==> src/source/lsu_pkg.sv <==
// --------------------------------------------------
// load/store unit package
// widths, operator codes, records, byte-enable helpers
// --------------------------------------------------
`default_nettype none

package lsu_pkg;

    // data path and tag widths
    localparam int unsigned XLEN               = 32;
    localparam int unsigned TRANS_ID_BITS      = 3;
    // write-back delay per port
    localparam int unsigned NR_LOAD_PIPE_REGS  = 1;
    localparam int unsigned NR_STORE_PIPE_REGS = 2;

    // exception causes, privileged spec encoding
    localparam logic [XLEN-1:0] LD_ADDR_MISALIGNED = 32'd4;
    localparam logic [XLEN-1:0] ST_ADDR_MISALIGNED = 32'd6;

    typedef enum logic [1:0] {LOAD, STORE, NONE} fu_t;

    typedef enum logic [2:0] {LB, LBU, LH, LHU, LW, SB, SH, SW} fu_op_t;

    // issued operation
    typedef struct packed {
        fu_t                      fu;
        fu_op_t                   operator;
        logic [XLEN-1:0]          operand_a;
        // store data
        logic [XLEN-1:0]          operand_b;
        logic [11:0]              imm;
        logic [TRANS_ID_BITS-1:0] trans_id;
    } fu_data_t;

    typedef struct packed {
        logic            valid;
        logic [XLEN-1:0] cause;
        // faulting address
        logic [XLEN-1:0] tval;
    } exception_t;

    // control record passed between stages
    typedef struct packed {
        logic                     valid;
        logic [XLEN-1:0]          vaddr;
        logic [XLEN-1:0]          data;
        logic [3:0]               be;
        fu_t                      fu;
        fu_op_t                   operator;
        logic [TRANS_ID_BITS-1:0] trans_id;
    } lsu_ctrl_t;

    // write-back record
    typedef struct packed {
        logic                     valid;
        logic [TRANS_ID_BITS-1:0] trans_id;
        logic [XLEN-1:0]          result;
        exception_t               ex;
    } lsu_result_t;

    typedef struct packed {
        logic            req;
        logic            we;
        logic [XLEN-1:0] addr;
        logic [3:0]      be;
        logic [XLEN-1:0] wdata;
    } dmem_req_t;

    // size code: 00 byte, 01 half, 10 word
    function automatic logic [1:0] extract_transfer_size(fu_op_t op);
        case (op)
            LB, LBU, SB: return 2'b00;
            LH, LHU, SH: return 2'b01;
            default:     return 2'b10;
        endcase
    endfunction

    // lanes touched by an access at the given byte offset
    function automatic logic [3:0] be_gen(logic [1:0] addr, logic [1:0] size);
        case (size)
            2'b00:   return 4'b0001 << addr;
            2'b01:   return 4'b0011 << addr;
            default: return 4'b1111;
        endcase
    endfunction

endpackage

`default_nettype wire

==> src/source/lsu_agu.sv <==
// --------------------------------------------------
// address generation stage
// builds the control record from the issued operation
// --------------------------------------------------
`timescale 1ns/1ps
`default_nettype none

module lsu_agu (
    input  lsu_pkg::fu_data_t  fu_data_i,
    input  logic               lsu_valid_i,
    output lsu_pkg::lsu_ctrl_t lsu_req_o
);
    import lsu_pkg::*;

    logic [XLEN-1:0] imm_sext;
    logic [XLEN-1:0] vaddr;
    logic [3:0]      be;

    // --------------------------------------------------
    // virtual address
    // --------------------------------------------------
    // 12-bit immediate, sign extended to xlen
    assign imm_sext = {{(XLEN-12){fu_data_i.imm[11]}}, fu_data_i.imm};
    // no translation, vaddr goes straight to memory
    assign vaddr    = fu_data_i.operand_a + imm_sext;

    // lanes from low address bits and size
    assign be = be_gen(vaddr[1:0], extract_transfer_size(fu_data_i.operator));

    // --------------------------------------------------
    // control record
    // --------------------------------------------------
    always_comb begin
        lsu_req_o          = '0;
        lsu_req_o.valid    = lsu_valid_i;
        lsu_req_o.vaddr    = vaddr;
        // unshifted store data, lane shift happens at the port
        lsu_req_o.data     = fu_data_i.operand_b;
        lsu_req_o.be       = be;
        lsu_req_o.fu       = fu_data_i.fu;
        lsu_req_o.operator = fu_data_i.operator;
        lsu_req_o.trans_id = fu_data_i.trans_id;
    end

endmodule

`default_nettype wire

==> src/source/lsu_bypass.sv <==
// --------------------------------------------------
// two-entry bypass FIFO for load/store requests
// head stays stable while the memory stalls
// --------------------------------------------------
`timescale 1ns/1ps
`default_nettype none

module lsu_bypass (
    input  logic               clk_i,
    input  logic               rst_ni,
    input  lsu_pkg::lsu_ctrl_t lsu_req_i,
    input  logic               lsu_req_valid_i,
    input  logic               pop_ld_i,
    input  logic               pop_st_i,
    output lsu_pkg::lsu_ctrl_t lsu_ctrl_o,
    output logic               ready_o
);
    import lsu_pkg::*;

    lsu_ctrl_t [1:0] mem_d, mem_q;
    logic            rd_ptr_d, rd_ptr_q;
    logic            wr_ptr_d, wr_ptr_q;
    logic [1:0]      cnt_d, cnt_q;
    logic            empty;

    assign empty   = (cnt_q == 2'd0);
    // accept only into an empty buffer
    assign ready_o = empty;

    // --------------------------------------------------
    // next state
    // --------------------------------------------------
    always_comb begin
        mem_d    = mem_q;
        rd_ptr_d = rd_ptr_q;
        wr_ptr_d = wr_ptr_q;
        cnt_d    = cnt_q;
        // every valid request is sampled
        if (lsu_req_valid_i) begin
            mem_d[wr_ptr_q] = lsu_req_i;
            wr_ptr_d        = ~wr_ptr_q;
            cnt_d           = cnt_d + 2'd1;
        end
        // head retires from the same slot as a write when empty
        if (pop_ld_i || pop_st_i) begin
            mem_d[rd_ptr_q].valid = 1'b0;
            rd_ptr_d              = ~rd_ptr_q;
            cnt_d                 = cnt_d - 2'd1;
        end
    end

    // pass-through when nothing is queued
    assign lsu_ctrl_o = empty ? lsu_req_i : mem_q[rd_ptr_q];

    always_ff @(posedge clk_i or negedge rst_ni) begin
        if (!rst_ni) begin
            rd_ptr_q <= 1'b0;
            wr_ptr_q <= 1'b0;
            cnt_q    <= 2'd0;
        end else begin
            rd_ptr_q <= rd_ptr_d;
            wr_ptr_q <= wr_ptr_d;
            cnt_q    <= cnt_d;
        end
    end

    // request storage
    always_ff @(posedge clk_i) begin
        mem_q <= mem_d;
    end

    a_no_overflow: assert property (@(posedge clk_i) disable iff (!rst_ni)
        !(lsu_req_valid_i && cnt_q == 2'd2));
    a_single_pop: assert property (@(posedge clk_i) disable iff (!rst_ni)
        !(pop_ld_i && pop_st_i));

endmodule

`default_nettype wire

==> src/source/lsu_access.sv <==
// --------------------------------------------------
// memory access stage
// misalignment check, memory port, load extension
// --------------------------------------------------
`timescale 1ns/1ps
`default_nettype none

module lsu_access (
    input  logic                   clk_i,
    input  logic                   rst_ni,
    input  lsu_pkg::lsu_ctrl_t     lsu_ctrl_i,
    input  logic                   dmem_gnt_i,
    input  logic [lsu_pkg::XLEN-1:0] dmem_rdata_i,
    output logic                   pop_ld_o,
    output logic                   pop_st_o,
    output lsu_pkg::dmem_req_t     dmem_req_o,
    output lsu_pkg::lsu_result_t   ld_result_o,
    output lsu_pkg::lsu_result_t   st_result_o
);
    import lsu_pkg::*;

    logic [1:0]      size;
    logic            is_load;
    logic            is_store;
    logic            misaligned;
    logic            done;
    logic [4:0]      lane_shift;
    logic [XLEN-1:0] rdata_shifted;
    logic [XLEN-1:0] ld_data;
    exception_t      mis_ex;
    lsu_result_t     ld_result_d, ld_result_q;
    lsu_result_t     st_result_d, st_result_q;

    assign size       = extract_transfer_size(lsu_ctrl_i.operator);
    assign is_load    = lsu_ctrl_i.valid && (lsu_ctrl_i.fu == LOAD);
    assign is_store   = lsu_ctrl_i.valid && (lsu_ctrl_i.fu == STORE);
    // byte offset in bits
    assign lane_shift = {lsu_ctrl_i.vaddr[1:0], 3'b000};

    // --------------------------------------------------
    // misaligned exception
    // --------------------------------------------------
    always_comb begin
        case (size)
            2'b10:   misaligned = |lsu_ctrl_i.vaddr[1:0];
            2'b01:   misaligned = lsu_ctrl_i.vaddr[0];
            // bytes never misalign
            default: misaligned = 1'b0;
        endcase
        mis_ex       = '0;
        mis_ex.valid = misaligned && (is_load || is_store);
        mis_ex.cause = is_load ? LD_ADDR_MISALIGNED : ST_ADDR_MISALIGNED;
        mis_ex.tval  = lsu_ctrl_i.vaddr;
    end

    // --------------------------------------------------
    // memory port
    // --------------------------------------------------
    always_comb begin
        // no request for a faulting access
        dmem_req_o.req   = (is_load || is_store) && !misaligned;
        dmem_req_o.we    = is_store;
        dmem_req_o.addr  = {lsu_ctrl_i.vaddr[XLEN-1:2], 2'b00};
        dmem_req_o.be    = lsu_ctrl_i.be;
        // store data into its byte lanes
        dmem_req_o.wdata = lsu_ctrl_i.data << lane_shift;
    end

    // head retires on fault or grant
    assign done     = (is_load || is_store) && (misaligned || dmem_gnt_i);
    assign pop_ld_o = is_load && done;
    assign pop_st_o = is_store && done;

    // --------------------------------------------------
    // load data extension
    // --------------------------------------------------
    assign rdata_shifted = dmem_rdata_i >> lane_shift;

    always_comb begin
        case (lsu_ctrl_i.operator)
            LB:      ld_data = {{(XLEN-8){rdata_shifted[7]}}, rdata_shifted[7:0]};
            LBU:     ld_data = {{(XLEN-8){1'b0}}, rdata_shifted[7:0]};
            LH:      ld_data = {{(XLEN-16){rdata_shifted[15]}}, rdata_shifted[15:0]};
            LHU:     ld_data = {{(XLEN-16){1'b0}}, rdata_shifted[15:0]};
            default: ld_data = rdata_shifted;
        endcase
    end

    // --------------------------------------------------
    // result records
    // --------------------------------------------------
    always_comb begin
        ld_result_d          = '0;
        ld_result_d.valid    = pop_ld_o;
        ld_result_d.trans_id = lsu_ctrl_i.trans_id;
        // faulting load returns zero
        ld_result_d.result   = misaligned ? '0 : ld_data;
        ld_result_d.ex       = mis_ex;
        st_result_d          = '0;
        st_result_d.valid    = pop_st_o;
        st_result_d.trans_id = lsu_ctrl_i.trans_id;
        st_result_d.ex       = mis_ex;
    end

    always_ff @(posedge clk_i or negedge rst_ni) begin
        if (!rst_ni) begin
            ld_result_q <= '0;
            st_result_q <= '0;
        end else begin
            ld_result_q <= ld_result_d;
            st_result_q <= st_result_d;
        end
    end

    assign ld_result_o = ld_result_q;
    assign st_result_o = st_result_q;

    // held request relies on the bypass FIFO keeping its head
    a_req_stable: assert property (@(posedge clk_i) disable iff (!rst_ni)
        dmem_req_o.req && !dmem_gnt_i |=> $stable(dmem_req_o));

endmodule

`default_nettype wire

==> src/source/lsu_pipe_reg.sv <==
// --------------------------------------------------
// write-back delay line, Depth register stages
// --------------------------------------------------
`timescale 1ns/1ps
`default_nettype none

module lsu_pipe_reg #(
    parameter int unsigned Depth = 1
) (
    input  logic                 clk_i,
    input  logic                 rst_ni,
    input  lsu_pkg::lsu_result_t d_i,
    output lsu_pkg::lsu_result_t d_o
);
    import lsu_pkg::*;

    // stage 0 takes the input, last stage drives the output
    lsu_result_t [Depth-1:0] shift_q;

    always_ff @(posedge clk_i or negedge rst_ni) begin
        if (!rst_ni) begin
            shift_q <= '0;
        end else begin
            shift_q[0] <= d_i;
            for (int i = 1; i < Depth; i++) begin
                shift_q[i] <= shift_q[i-1];
            end
        end
    end

    assign d_o = shift_q[Depth-1];

endmodule

`default_nettype wire

==> src/source/load_store_unit.sv <==
// --------------------------------------------------
// load/store unit top
// agu, bypass FIFO, access stage and output delays
// --------------------------------------------------
`timescale 1ns/1ps
`default_nettype none

module load_store_unit (
    input  logic                     clk_i,
    input  logic                     rst_ni,
    input  logic                     lsu_valid_i,
    input  lsu_pkg::fu_data_t        fu_data_i,
    output logic                     lsu_ready_o,
    output lsu_pkg::dmem_req_t       dmem_req_o,
    input  logic                     dmem_gnt_i,
    input  logic [lsu_pkg::XLEN-1:0] dmem_rdata_i,
    output lsu_pkg::lsu_result_t     load_o,
    output lsu_pkg::lsu_result_t     store_o
);
    import lsu_pkg::*;

    lsu_ctrl_t   lsu_req;
    lsu_ctrl_t   lsu_ctrl;
    logic        pop_ld;
    logic        pop_st;
    lsu_result_t ld_result;
    lsu_result_t st_result;

    // --------------------------------------------------
    // request path
    // --------------------------------------------------
    lsu_agu i_agu (
        .fu_data_i   ( fu_data_i   ),
        .lsu_valid_i ( lsu_valid_i ),
        .lsu_req_o   ( lsu_req     )
    );

    lsu_bypass i_bypass (
        .clk_i           ( clk_i       ),
        .rst_ni          ( rst_ni      ),
        .lsu_req_i       ( lsu_req     ),
        .lsu_req_valid_i ( lsu_valid_i ),
        .pop_ld_i        ( pop_ld      ),
        .pop_st_i        ( pop_st      ),
        .lsu_ctrl_o      ( lsu_ctrl    ),
        .ready_o         ( lsu_ready_o )
    );

    lsu_access i_access (
        .clk_i        ( clk_i        ),
        .rst_ni       ( rst_ni       ),
        .lsu_ctrl_i   ( lsu_ctrl     ),
        .dmem_gnt_i   ( dmem_gnt_i   ),
        .dmem_rdata_i ( dmem_rdata_i ),
        .pop_ld_o     ( pop_ld       ),
        .pop_st_o     ( pop_st       ),
        .dmem_req_o   ( dmem_req_o   ),
        .ld_result_o  ( ld_result    ),
        .st_result_o  ( st_result    )
    );

    // --------------------------------------------------
    // write-back delays
    // --------------------------------------------------
    lsu_pipe_reg #(.Depth(NR_LOAD_PIPE_REGS)) i_pipe_reg_load (
        .clk_i  ( clk_i     ),
        .rst_ni ( rst_ni    ),
        .d_i    ( ld_result ),
        .d_o    ( load_o    )
    );

    lsu_pipe_reg #(.Depth(NR_STORE_PIPE_REGS)) i_pipe_reg_store (
        .clk_i  ( clk_i     ),
        .rst_ni ( rst_ni    ),
        .d_i    ( st_result ),
        .d_o    ( store_o   )
    );

endmodule

`default_nettype wire

==> config.mk <==
export PLATFORM = sky130hd
export DESIGN_NAME = load_store_unit
export DESIGN_NICKNAME = d
export VERILOG_FILES = /design/src/source/lsu_pkg.sv /design/src/source/lsu_agu.sv /design/src/source/lsu_bypass.sv /design/src/source/lsu_access.sv /design/src/source/lsu_pipe_reg.sv /design/src/source/load_store_unit.sv
export SDC_FILE = /design/constraint.sdc
export NUM_CORES = 1
export LEC_CHECK = 0
export ABC_AREA = 1
export BUFFER_PORTS_ARGS = -buffer_cell sky130_fd_sc_hd__buf_2
export CORE_AREA = 2 2 189 191
export CTS_CLUSTER_SIZE = 12
export DETAILED_ROUTE_END_ITERATION = 8
export DIE_AREA = 0 0 191 193
export GPL_TIMING_DRIVEN = 0
export PLACE_DENSITY = 0.84
export SYNTH_ARGS = -nofsm -noshare
export SYNTH_HDL_FRONTEND = slang
export SYNTH_SLANG_ARGS = --single-unit
export TNS_END_PERCENT = 1
==> constraint.sdc <==
create_clock -name clk_i -period 3.74 [get_ports clk_i]
set_input_delay 0.187 -clock clk_i [delete_from_list [all_inputs] [get_ports clk_i]]
set_output_delay 0.187 -clock clk_i [all_outputs]
set_load 0.02 [all_outputs]
==> metrics, run 1 <==
final setup violation count 0; max capacitance violation total 0; final period utilization 88.5%; area taken by flip-flops and latches 9280 um^2; average wire length per cell after detail routing 16.4 um; ratio of cells with drive above 1 in the final layout 28.1%; placement row count 69; clk slew on worst S/H paths 0.06 ns; initial core utilization 48.0%; metal2 WL 22300 um; detailed-placement wirelength estimate 33200 um; worst max-slew margin expressed relative to the limit 45.1%; critical path data arrival time 3.12 ns; horizontal die dimension 191 um; class of the worst hold path input pin to flop; total via count in the routed design 13400; instance area after placement 19300 um^2; Switching Power 8280 uW; areal power density over the cells 908 nW/um^2; Gate Count Post-Synth 1780; part of the power in the clock network 19.1%; y dimension of the die 193 um; cell types with the largest area share after synthesis sky130_fd_sc_hd__dfrtp_1 28%, sky130_fd_sc_hd__edfxtp_1 27%, sky130_fd_sc_hd__nand2_1 11%; detailed router's first-iteration violation count 993; TritonCTS clock tree built; residual overflow from global routing 0; via count of the first global-routing pass 12900; drt first pass iters 5; Worst EP required 3.55 ns; final cell count without fillers 2760; Pwr Total 19100 uW; count of state elements after synthesis 341; number of pins with negative max-slew slack in the final report 0; Slew @ Worst Pin 0.821 ns; IO Count 393; Distinct cells, synth 47; proportion of power drawn by combinational gates 51.0%; highest-count cells in the layout ignoring fill and taps 471 x sky130_fd_sc_hd__nand2_1, 324 x sky130_fd_sc_hd__buf_2, 202 x sky130_fd_sc_hd__buf_4, 187 x sky130_fd_sc_hd__dfrtp_1, 163 x sky130_fd_sc_hd__inv_1; total standard cell area after synthesis 16800 um^2; antenna-violating nets left 0; H-tree levels 2; port bufs 298; antenna violations before repair 2; Die Footprint 36900 um^2; switching share of total power 43.3%; kind of critical path flop to output pin; cell taking the most area after synthesis sky130_fd_sc_hd__dfrtp_1; Final nets 2422; DR vias/cell 4.87; most frequent standard cell in the layout excluding fill and tap cells sky130_fd_sc_hd__nand2_1; reported leakage power 0.0107 uW; internal power contribution 10900 uW; Final min period 3.31 ns; achievable frequency 0.302 GHz; Synth top area share 27.9%; Routed met3 length 2960 um; count of unresolved DRC violations after routing 0; Max FO, Critical Path 10; final setup skew 0.0239 ns; YS warnings 0; wire length of the first global-routing pass 67900 um; outcome completed; detailed-route wire length on metal 1 18200 um; register area share after synthesis 55.3%; total placed cells including tap cells 2636; Filler cells 2948; post-synthesis average cell area 9.42 um^2; register share of total power 29.8%; pin count of the biggest net entering global routing 126; cell chosen for the clock root sky130_fd_sc_hd__clkbuf_16; post-CTS setup buffer count 0; routed wire length 45200 um; core box area 35000 um^2; number of buffers between clock root and the deepest sink 3; Overall Global Routing Usage 23.8%; area delta synth->final 25.7%; total area of multi-input combinational cells 5370 um^2; Skew-Pair Late Insertion Delay 0.54 ns; RSZ-0062 raised after global routing no; CTS Sinks 341; Max Used Layer met4; total clock buffers created by CTS 38; global placer's final weighted congestion 0.933; startpoint type of the worst setup path flop; Critical Path End Type output pin; worst setup slack before clock tree synthesis 0.699 ns; cell area after layout 21100 um^2; final hold violation count 0; post-layout worst setup margin 0.430 ns; Worst VDD drop 0.513 mV
[per-stage QoR]
stage               hold WS [ns]  utilization (%)  setup TNS (ns)
floorplan                 -0.109                -               0
global placement           0.331             54.9          -93.66
detailed placement         0.169             55.2               0
CTS                      0.00340             60.3               0
global route              0.0230             60.3               0
finish                    0.0229             60.3               0
[final timing paths]
| kind | startpoint | endpoint | cells after the start | slack (ns) |
|---|---|---|---|---|
| max | i_bypass.cnt_q[0] | dmem_req_o[63] | 11 | 0.43 |
| min | dmem_rdata_i[29] | i_access.ld_result_o[94] | 3 | 0.02 |
| max reg2reg | i_bypass.cnt_q[0] | i_access.ld_result_o[27] | 9 | 1.35 |
| min reg2reg | i_access.ld_result_o[65] | i_pipe_reg_load.d_o[65] | 0 | 0.35 |
| max in group asynchronous | rst_ni | i_pipe_reg_load.d_o[0] | 3 | 2.56 |
| min in group asynchronous | rst_ni | i_access.ld_result_o[17] | 2 | 0.19 |
[cell usage after synthesis (all sizes together)]
library cell and n:
a211oi 7, a21boi 1, a21o 2, a21oi 52, a31oi 15, and2 21, buf 239, clkbuf 21
conb 2, dfrtp 187, dfxtp 2, edfxtp 152, fa 1, ha 32, inv 168, mux2i 10
nand2 478, nand3 106, nand3b 1, nand4 7, nor2 118, nor3 9, nor3b 1, o211ai 14
o21a 1, o21ai 89, o21bai 2, o221ai 1, o311ai 8, or2 18, xnor2 2, xor2 13
[cell families (layout without fill, tap and decap cells)]
logic type,after synthesis,count (layout),share of synthesized area (%)
buffers and inverters,428,852,14.8
XOR/XNOR,15,15,0.783
other,2,97,0.0448
AO/OA/AOI/OAI,192,192,6.49
multiplexers,10,10,0.597
flip-flops,341,341,55.3
AND/OR/NAND/NOR,759,759,19.5
adder cells (fa/ha/maj),33,33,2.51
[worst max-delay path, stage by stage, from the launching register on]
cell	delay (ns)
sky130_fd_sc_hd__dfrtp_1	0.37
sky130_fd_sc_hd__inv_1	0.05
sky130_fd_sc_hd__ha_1	0.22
sky130_fd_sc_hd__buf_6	0.15
sky130_fd_sc_hd__inv_4	0.09
sky130_fd_sc_hd__buf_6	0.17
sky130_fd_sc_hd__clkbuf_1	0.36
sky130_fd_sc_hd__clkbuf_1	0.52
sky130_fd_sc_hd__o211ai_1	0.18
sky130_fd_sc_hd__nand2_1	0.21
sky130_fd_sc_hd__buf_4	0.14
sky130_fd_sc_hd__buf_2	0.15
[layer usage]
layer	vias up	track usage (%)
met5	-	0
met1	6285	30.2
li1	6438	-
met2	585	40.8
met3	121	3.57
met4	0	10.4
[power by group through the flow]
| stage | Combinational (uW) | Clock, uW | Sequential, uW |
|---|---|---|---|
| global placement | 9390 | 0 | 5750 |
| global route | 10600 | 3880 | 5830 |
| floorplan | 6480 | 0 | 5820 |
| finish | 9770 | 3660 | 5710 |
| CTS | 9720 | 3720 | 5730 |
| detailed placement | 9610 | 0 | 5780 |
[layout make-up]
class / instances / share of cell area [%]
antenna: 2 / 0.0237
buffer: 260 / 8.72
clock buffer: 54 / 5.04
clock inverter: 14 / 0.789
inverter: 168 / 3.04
multi-input combinational: 1104 / 25.5
sequential: 341 / 44.0
tap: 461 / 2.74
timing repair buffer: 356 / 10.1
[repair_timing]
action | CTS | global route
setup endpoints to repair | 0 | 1
resized for setup | 0 | 2
endpoints found under the hold margin | 158 | 0
hold buffers | 54 | 0
No activity file was read; power rests on OpenSTA's default activity.
==> run 2, diff against run 1 <==
ABC_AREA = 0   (was 1)
CORE_AREA = 2 2 184 186   (was 2 2 189 191)
DIE_AREA = 0 0 186 188   (was 0 0 191 193)
==> metrics, run 2 <==
count of flip-flops with a built-in enable after synthesis 152; ratio of cells with drive above 1 in the final layout 32.0%; count of unresolved DRC violations after routing 0; Skew-Pair Late Insertion Delay 0.52 ns; placement row count 67; total placed cells including tap cells 2221; proportion of register bits with asynchronous set or reset after synthesis 54.8%; critical path data arrival time 3.36 ns; Pwr Total 18200 uW; routed wire length 40300 um; final setup violation count 0; max capacitance violation total 0; cell area after layout 20300 um^2; outcome completed; startpoint type of the worst setup path flop; post-CTS setup buffer count 0; number of buffers between clock root and the deepest sink 3; most frequent standard cell in the layout excluding fill and tap cells sky130_fd_sc_hd__buf_2; y dimension of the die 188 um; Most used DFF post-synth sky130_fd_sc_hd__dfrtp_1; kind of critical path flop to output pin; Final nets 2029; detailed-placement wirelength estimate 29000 um; global placer's final weighted congestion 0.920; clk slew on worst S/H paths 0.06 ns; register area share after synthesis 58.2%; CTS Sinks 341; total clock buffers created by CTS 38; detailed router's first-iteration violation count 881; total standard cell area after synthesis 15900 um^2; Distinct cells, synth 70; area delta synth->final 27.4%; core box area 33100 um^2; wire length of the first global-routing pass 62300 um; Critical Path End Type output pin; instance area after placement 18500 um^2; Die Footprint 35000 um^2; drt first pass iters 5; average wire length per cell after detail routing 17.2 um; residual overflow from global routing 0; count of state elements after synthesis 341; via count of the first global-routing pass 11700; total via count in the routed design 11800; post-synthesis average cell area 11.6 um^2; cell chosen for the clock root sky130_fd_sc_hd__clkbuf_16; final hold violation count 0; YS warnings 0; RSZ-0062 raised after global routing yes; DR vias/cell 5.04; port bufs 297; final setup skew 0.0153 ns; Worst VDD drop 0.597 mV; number of pins with negative max-slew slack in the final report 0; worst max-slew margin expressed relative to the limit 36.2%; dominant cell by count in the synthesized netlist sky130_fd_sc_hd__buf_4; Max FO, Critical Path 10; achievable frequency 0.282 GHz; cell types with the largest area share after synthesis sky130_fd_sc_hd__dfrtp_1 29%, sky130_fd_sc_hd__edfxtp_1 29%, sky130_fd_sc_hd__buf_4 9.6%; antenna violations before repair 1; initial core utilization 48.2%; horizontal die dimension 186 um; class of the worst hold path input pin to flop; highest-count cells in the layout ignoring fill and taps 304 x sky130_fd_sc_hd__buf_2, 203 x sky130_fd_sc_hd__buf_4, 187 x sky130_fd_sc_hd__dfrtp_1, 152 x sky130_fd_sc_hd__edfxtp_1, 118 x sky130_fd_sc_hd__nand2_1; TritonCTS clock tree built; cell taking the most area after synthesis sky130_fd_sc_hd__dfrtp_1; Filler cells 2639; Slew @ Worst Pin 0.957 ns; Overall Global Routing Usage 22.7%; Worst EP required 3.55 ns; top cells by count, synth 203 x sky130_fd_sc_hd__buf_4, 187 x sky130_fd_sc_hd__dfrtp_1, 152 x sky130_fd_sc_hd__edfxtp_1; Gate Count Post-Synth 1379; reported leakage power 0.00961 uW; antenna-violating nets left 0; final period utilization 94.8%; Final min period 3.54 ns; pin count of the biggest net entering global routing 124; areal power density over the cells 898 nW/um^2; final cell count without fillers 2349; IO Count 393; H-tree levels 2; Synth top area share 29.3%
## run 2: path summary, 6_finish.rpt
| kind | to | cells past startpoint | slack (ns) | from |
|---|---|---|---|---|
| min in group asynchronous | i_pipe_reg_load.d_o[16] | 2 | 0.23 | rst_ni |
| max in group asynchronous | i_access.ld_result_o[90] | 3 | 2.51 | rst_ni |
| worst max-delay path | dmem_req_o[62] | 10 | 0.20 | i_bypass.cnt_q[0] |
| worst max register to register | i_access.ld_result_o[71] | 11 | 0.39 | i_bypass.cnt_q[0] |
| worst min-delay path | i_bypass.wr_ptr_q | 2 | 0.06 | lsu_valid_i |
| worst min register to register | i_pipe_reg_load.d_o[31] | 0 | 0.34 | i_access.ld_result_o[31] |
## run 2: timing repair
action,CTS,global route
pin swaps,0,0
resized for setup,12,17
hold buffers,63,0
endpoints found under the setup margin,56,44
hold endpoints to repair,162,0
## run 2: power breakdown
group | total [uW] | leakage (uW) | switching [uW] | internal, uW
Clock | 3520 | 0.000567 | 1420 | 2090
Combinational | 9000 | 0.00532 | 5570 | 3430
Sequential | 5720 | 0.00372 | 408 | 5320
Total | 18200 | 0.00961 | 7400 | 10800
## run 2: metal layers
metal / global-route usage [%] / vias up / part of all wire, % / wire length, um
li1: - / 5547 / - / -
met1: 29.7 / 5697 / 41 / 16600
met2: 38.5 / 486 / 50 / 20000
met3: 2.89 / 109 / 5.9 / 2380
met4: 8.33 / 0 / 3.3 / 1340
met5: 0 / - / 0 / 0
## run 2: stage by stage
stage | util [%] | setup TNS [ns] | hold slack (ns) | setup WS, ns
2_1_floorplan | - | 0 | -0.109 | 0.822
3_3_place_gp | 55.4 | -121.37 | 0.332 | -0.520
3_5_place_dp | 55.7 | 0 | 0.184 | 0.0279
4_1_cts | 61.2 | 0 | 0.0344 | 0.00293
5_1_grt | 61.3 | -0.0238 | 0.0775 | -0.0123
6_report | 61.3 | 0 | 0.0635 | 0.195
## run 2: logic make-up after synthesis
| family | after synthesis | synth area share (%) |
|---|---|---|
| AO/OA/AOI/OAI | 281 | 11.3 |
| flip-flops | 341 | 58.2 |
| other | 2 | 0.0471 |
| adder cells (fa/ha/maj) | 33 | 2.64 |
| XOR/XNOR | 30 | 1.65 |
| AND/OR/NAND/NOR | 304 | 8.29 |
| multiplexers | 94 | 6.05 |
| buffers and inverters | 294 | 11.8 |
## run 2: area by class of cell
class                      instances  area [um^2]  area share, %
sequential                       341         9280           45.7
multi-input combinational        837         5140           25.3
timing repair buffer             364         2220           10.9
buffer                           268         1820           8.96
clock buffer                      52         1090           5.35
tap                              448          561           2.76
inverter                          26         98.8          0.487
clock inverter                    12         87.6          0.431
antenna                            1         2.50         0.0123
## run 2: worst max-delay path, stage by stage (launching register included)
cell,delay [ns]
sky130_fd_sc_hd__dfrtp_1,0.38
sky130_fd_sc_hd__inv_1,0.12
sky130_fd_sc_hd__ha_1,0.24
sky130_fd_sc_hd__buf_2,0.26
sky130_fd_sc_hd__clkbuf_2,0.35
sky130_fd_sc_hd__clkbuf_2,0.31
sky130_fd_sc_hd__buf_2,0.33
sky130_fd_sc_hd__o22ai_1,0.14
sky130_fd_sc_hd__nor3_1,0.37
sky130_fd_sc_hd__buf_4,0.19
sky130_fd_sc_hd__buf_2,0.15
==> run 3, diff against run 2 <==
CORE_AREA = 2 2 234 236   (was 2 2 184 186)
DIE_AREA = 0 0 236 238   (was 0 0 186 188)
GPL_TIMING_DRIVEN = 1   (was 0)
PLACE_DENSITY = 0.59   (was 0.84)
==> metrics, run 3 (synthesis gave the netlist of run 2 again) <==
outcome completed; global-route met3 utilization 3.07%; total clock buffers created by CTS 41; achievable frequency 0.299 GHz; post-CTS setup buffer count 0; TritonCTS clock tree built; via count of the first global-routing pass 10400; drt first pass iters 5; cells resized by post-CTS repair 0; Worst EP required 3.55 ns; max capacitance violation total 0; detailed-placement wirelength estimate 27700 um; reg-to-reg setup timing slack 0.78 ns; pin count of the biggest net entering global routing 85; Switching Power 7170 uW; port bufs 298; Worst VDD drop 0.493 mV; launch instance of the worst register-to-register path i_bypass.cnt_q[0]; antenna-violating nets left 0; DR vias/cell 4.53; count of cells along the worst hold path 5; ratio of cells with drive above 1 in the final layout 24.8%; IO Count 393; routed wire length 39600 um; areal power density over the cells 911 nW/um^2; met2 GRT Util 22.3%; register share of total power 32.8%; average wire length per cell after detail routing 16.8 um; antenna violations before repair 5; cell area after layout 19200 um^2; initial core utilization 29.8%; most frequent standard cell in the layout excluding fill and tap cells sky130_fd_sc_hd__buf_2; critical path data arrival time 3.16 ns; Final min period 3.35 ns; hold path startpoint dmem_rdata_i[19]; Critical Path End Type output pin; endpoint of the worst hold path i_access.ld_result_o[84]; cell type of the slowest stage on the worst timing path sky130_fd_sc_hd__a21oi_1; final setup violation count 0; total placed cells including tap cells 2221; placement row count 85; final cell count without fillers 2366; final setup TNS 0 ns; delay of the slowest cell on the worst path 0.63 ns; CTS Sinks 341; H-tree levels 2; Overall Global Routing Usage 13.7%; highest-count cells in the layout ignoring fill and taps 297 x sky130_fd_sc_hd__buf_2, 186 x sky130_fd_sc_hd__dfrtp_1, 152 x sky130_fd_sc_hd__edfxtp_1, 119 x sky130_fd_sc_hd__nand2_1, 109 x sky130_fd_sc_hd__nor2_1; core box area 53500 um^2; instance area after placement 17100 um^2; final setup skew 0.0160 ns; Slew @ Worst Pin 0.896 ns; most frequent cell on the critical path sky130_fd_sc_hd__buf_2; total via count in the routed design 10700; worst max-slew margin expressed relative to the limit 40.3%; reported leakage power 0.00863 uW; area delta synth->final 20.4%; kind of critical path input pin to output pin; startpoint type of the worst setup path input pin; residual overflow from global routing 0; y dimension of the die 238 um; final hold violation count 0; proportion of power drawn by combinational gates 44.6%; cell chosen for the clock root sky130_fd_sc_hd__clkbuf_16; met1 track utilization from global routing 18.0%; number of pins with negative max-slew slack in the final report 0; Top Usage Layer GRT met2; cell count of the worst reg-to-reg path 10; Pwr Total 17500 uW; switching share of total power 41.0%; count of unresolved DRC violations after routing 0; Final nets 1790; global placer's final weighted congestion 0.866; Worst Hold Slack 0.0582 ns; Skew-Pair Late Insertion Delay 0.55 ns; clk slew on worst S/H paths 0.06 ns; Max FO, Critical Path 7; part of the power in the clock network 22.7%; class of the worst hold path input pin to flop; final period utilization 89.6%; number of buffers between clock root and the deepest sink 3; sequence of cells on the critical path buf_2 > ha_1 > inv_1 > fa_1 > nor2b_1 > o2111ai_1 > a21boi_0 > o31ai_1 > a21oi_1 > a2111oi_0 > nor3_1 > buf_2; internal power contribution 10300 uW; Reg2Reg Capture Point i_access.ld_result_o[71]; Die Footprint 56200 um^2; RSZ-0062 raised after global routing no; horizontal die dimension 236 um; detailed router's first-iteration violation count 612; wire length of the first global-routing pass 60400 um
==> run 3: cell count changes in the layout (fill, tap and decap cells not counted), sizes merged, moves of 3 or more <==
cell,change
buf,-201
clkinv,+4
clkbuf,-42
inv,+3
clkinvlp,-3
dlygate4sd3,+6
==> run 3: area by class of cell <==
class / instances / area (um^2)
fill: 5257 / 34300
sequential: 341 / 9290
multi-input combinational: 837 / 5140
timing repair buffer: 390 / 2430
clock buffer: 56 / 1160
tap: 696 / 871
clock inverter: 18 / 204
inverter: 26 / 97.6
antenna: 2 / 5.00
==> run 3: stage by stage <==
stage / setup slack (ns) / util (%)
floorplan: 0.822 / -
global placement: 0.412 / 32.0
detailed placement: 0.392 / 32.0
CTS: 0.372 / 35.9
global route: 0.150 / 35.9
finish: 0.390 / 35.9
==> run 3: how the worst max path moves through the flow <==
stage	from	to	slack [ns]	cells after the start
2_1_floorplan	lsu_valid_i	flop	0.82	3
4_1_cts	fu_data_i[3]	dmem_req_o[66]	0.37	12
5_1_grt	fu_data_i[3]	dmem_req_o[60]	0.15	13
6_report	fu_data_i[3]	dmem_req_o[66]	0.39	12
3_5_place_dp	fu_data_i[3]	dmem_req_o[60]	0.39	13
3_3_place_gp	fu_data_i[3]	dmem_req_o[66]	0.41	12
==> run 3: repair_timing <==
| action | CTS | global route |
|---|---|---|
| hold endpoints to repair | 180 | 0 |
| hold buffers | 69 | 0 |
| setup endpoints to repair | 0 | 0 |
==> run 3: critical path: cells and delay by family <==
family	cells	cell delay, ns
buf+inv	3	0.37
simple gates	2	0.50
compound gates	5	1.55
fa+ha+maj	2	0.56
==> run 3: routing by layer <==
layer,part of all wire (%),wire length (um)
met1,45,17700
met2,48,19000
met3,5.0,1990
met4,2.6,1020
met5,0.053,21
==> run 3: power by group through the flow <==
stage               logic [uW]  registers, uW  clock network, uW
finish                    7790           5730               3970
global route              8470           5860               4270
CTS                       7880           5750               4120
detailed placement        7680           5820                  0
global placement          7620           5760                  0
floorplan                 5890           5850                  0
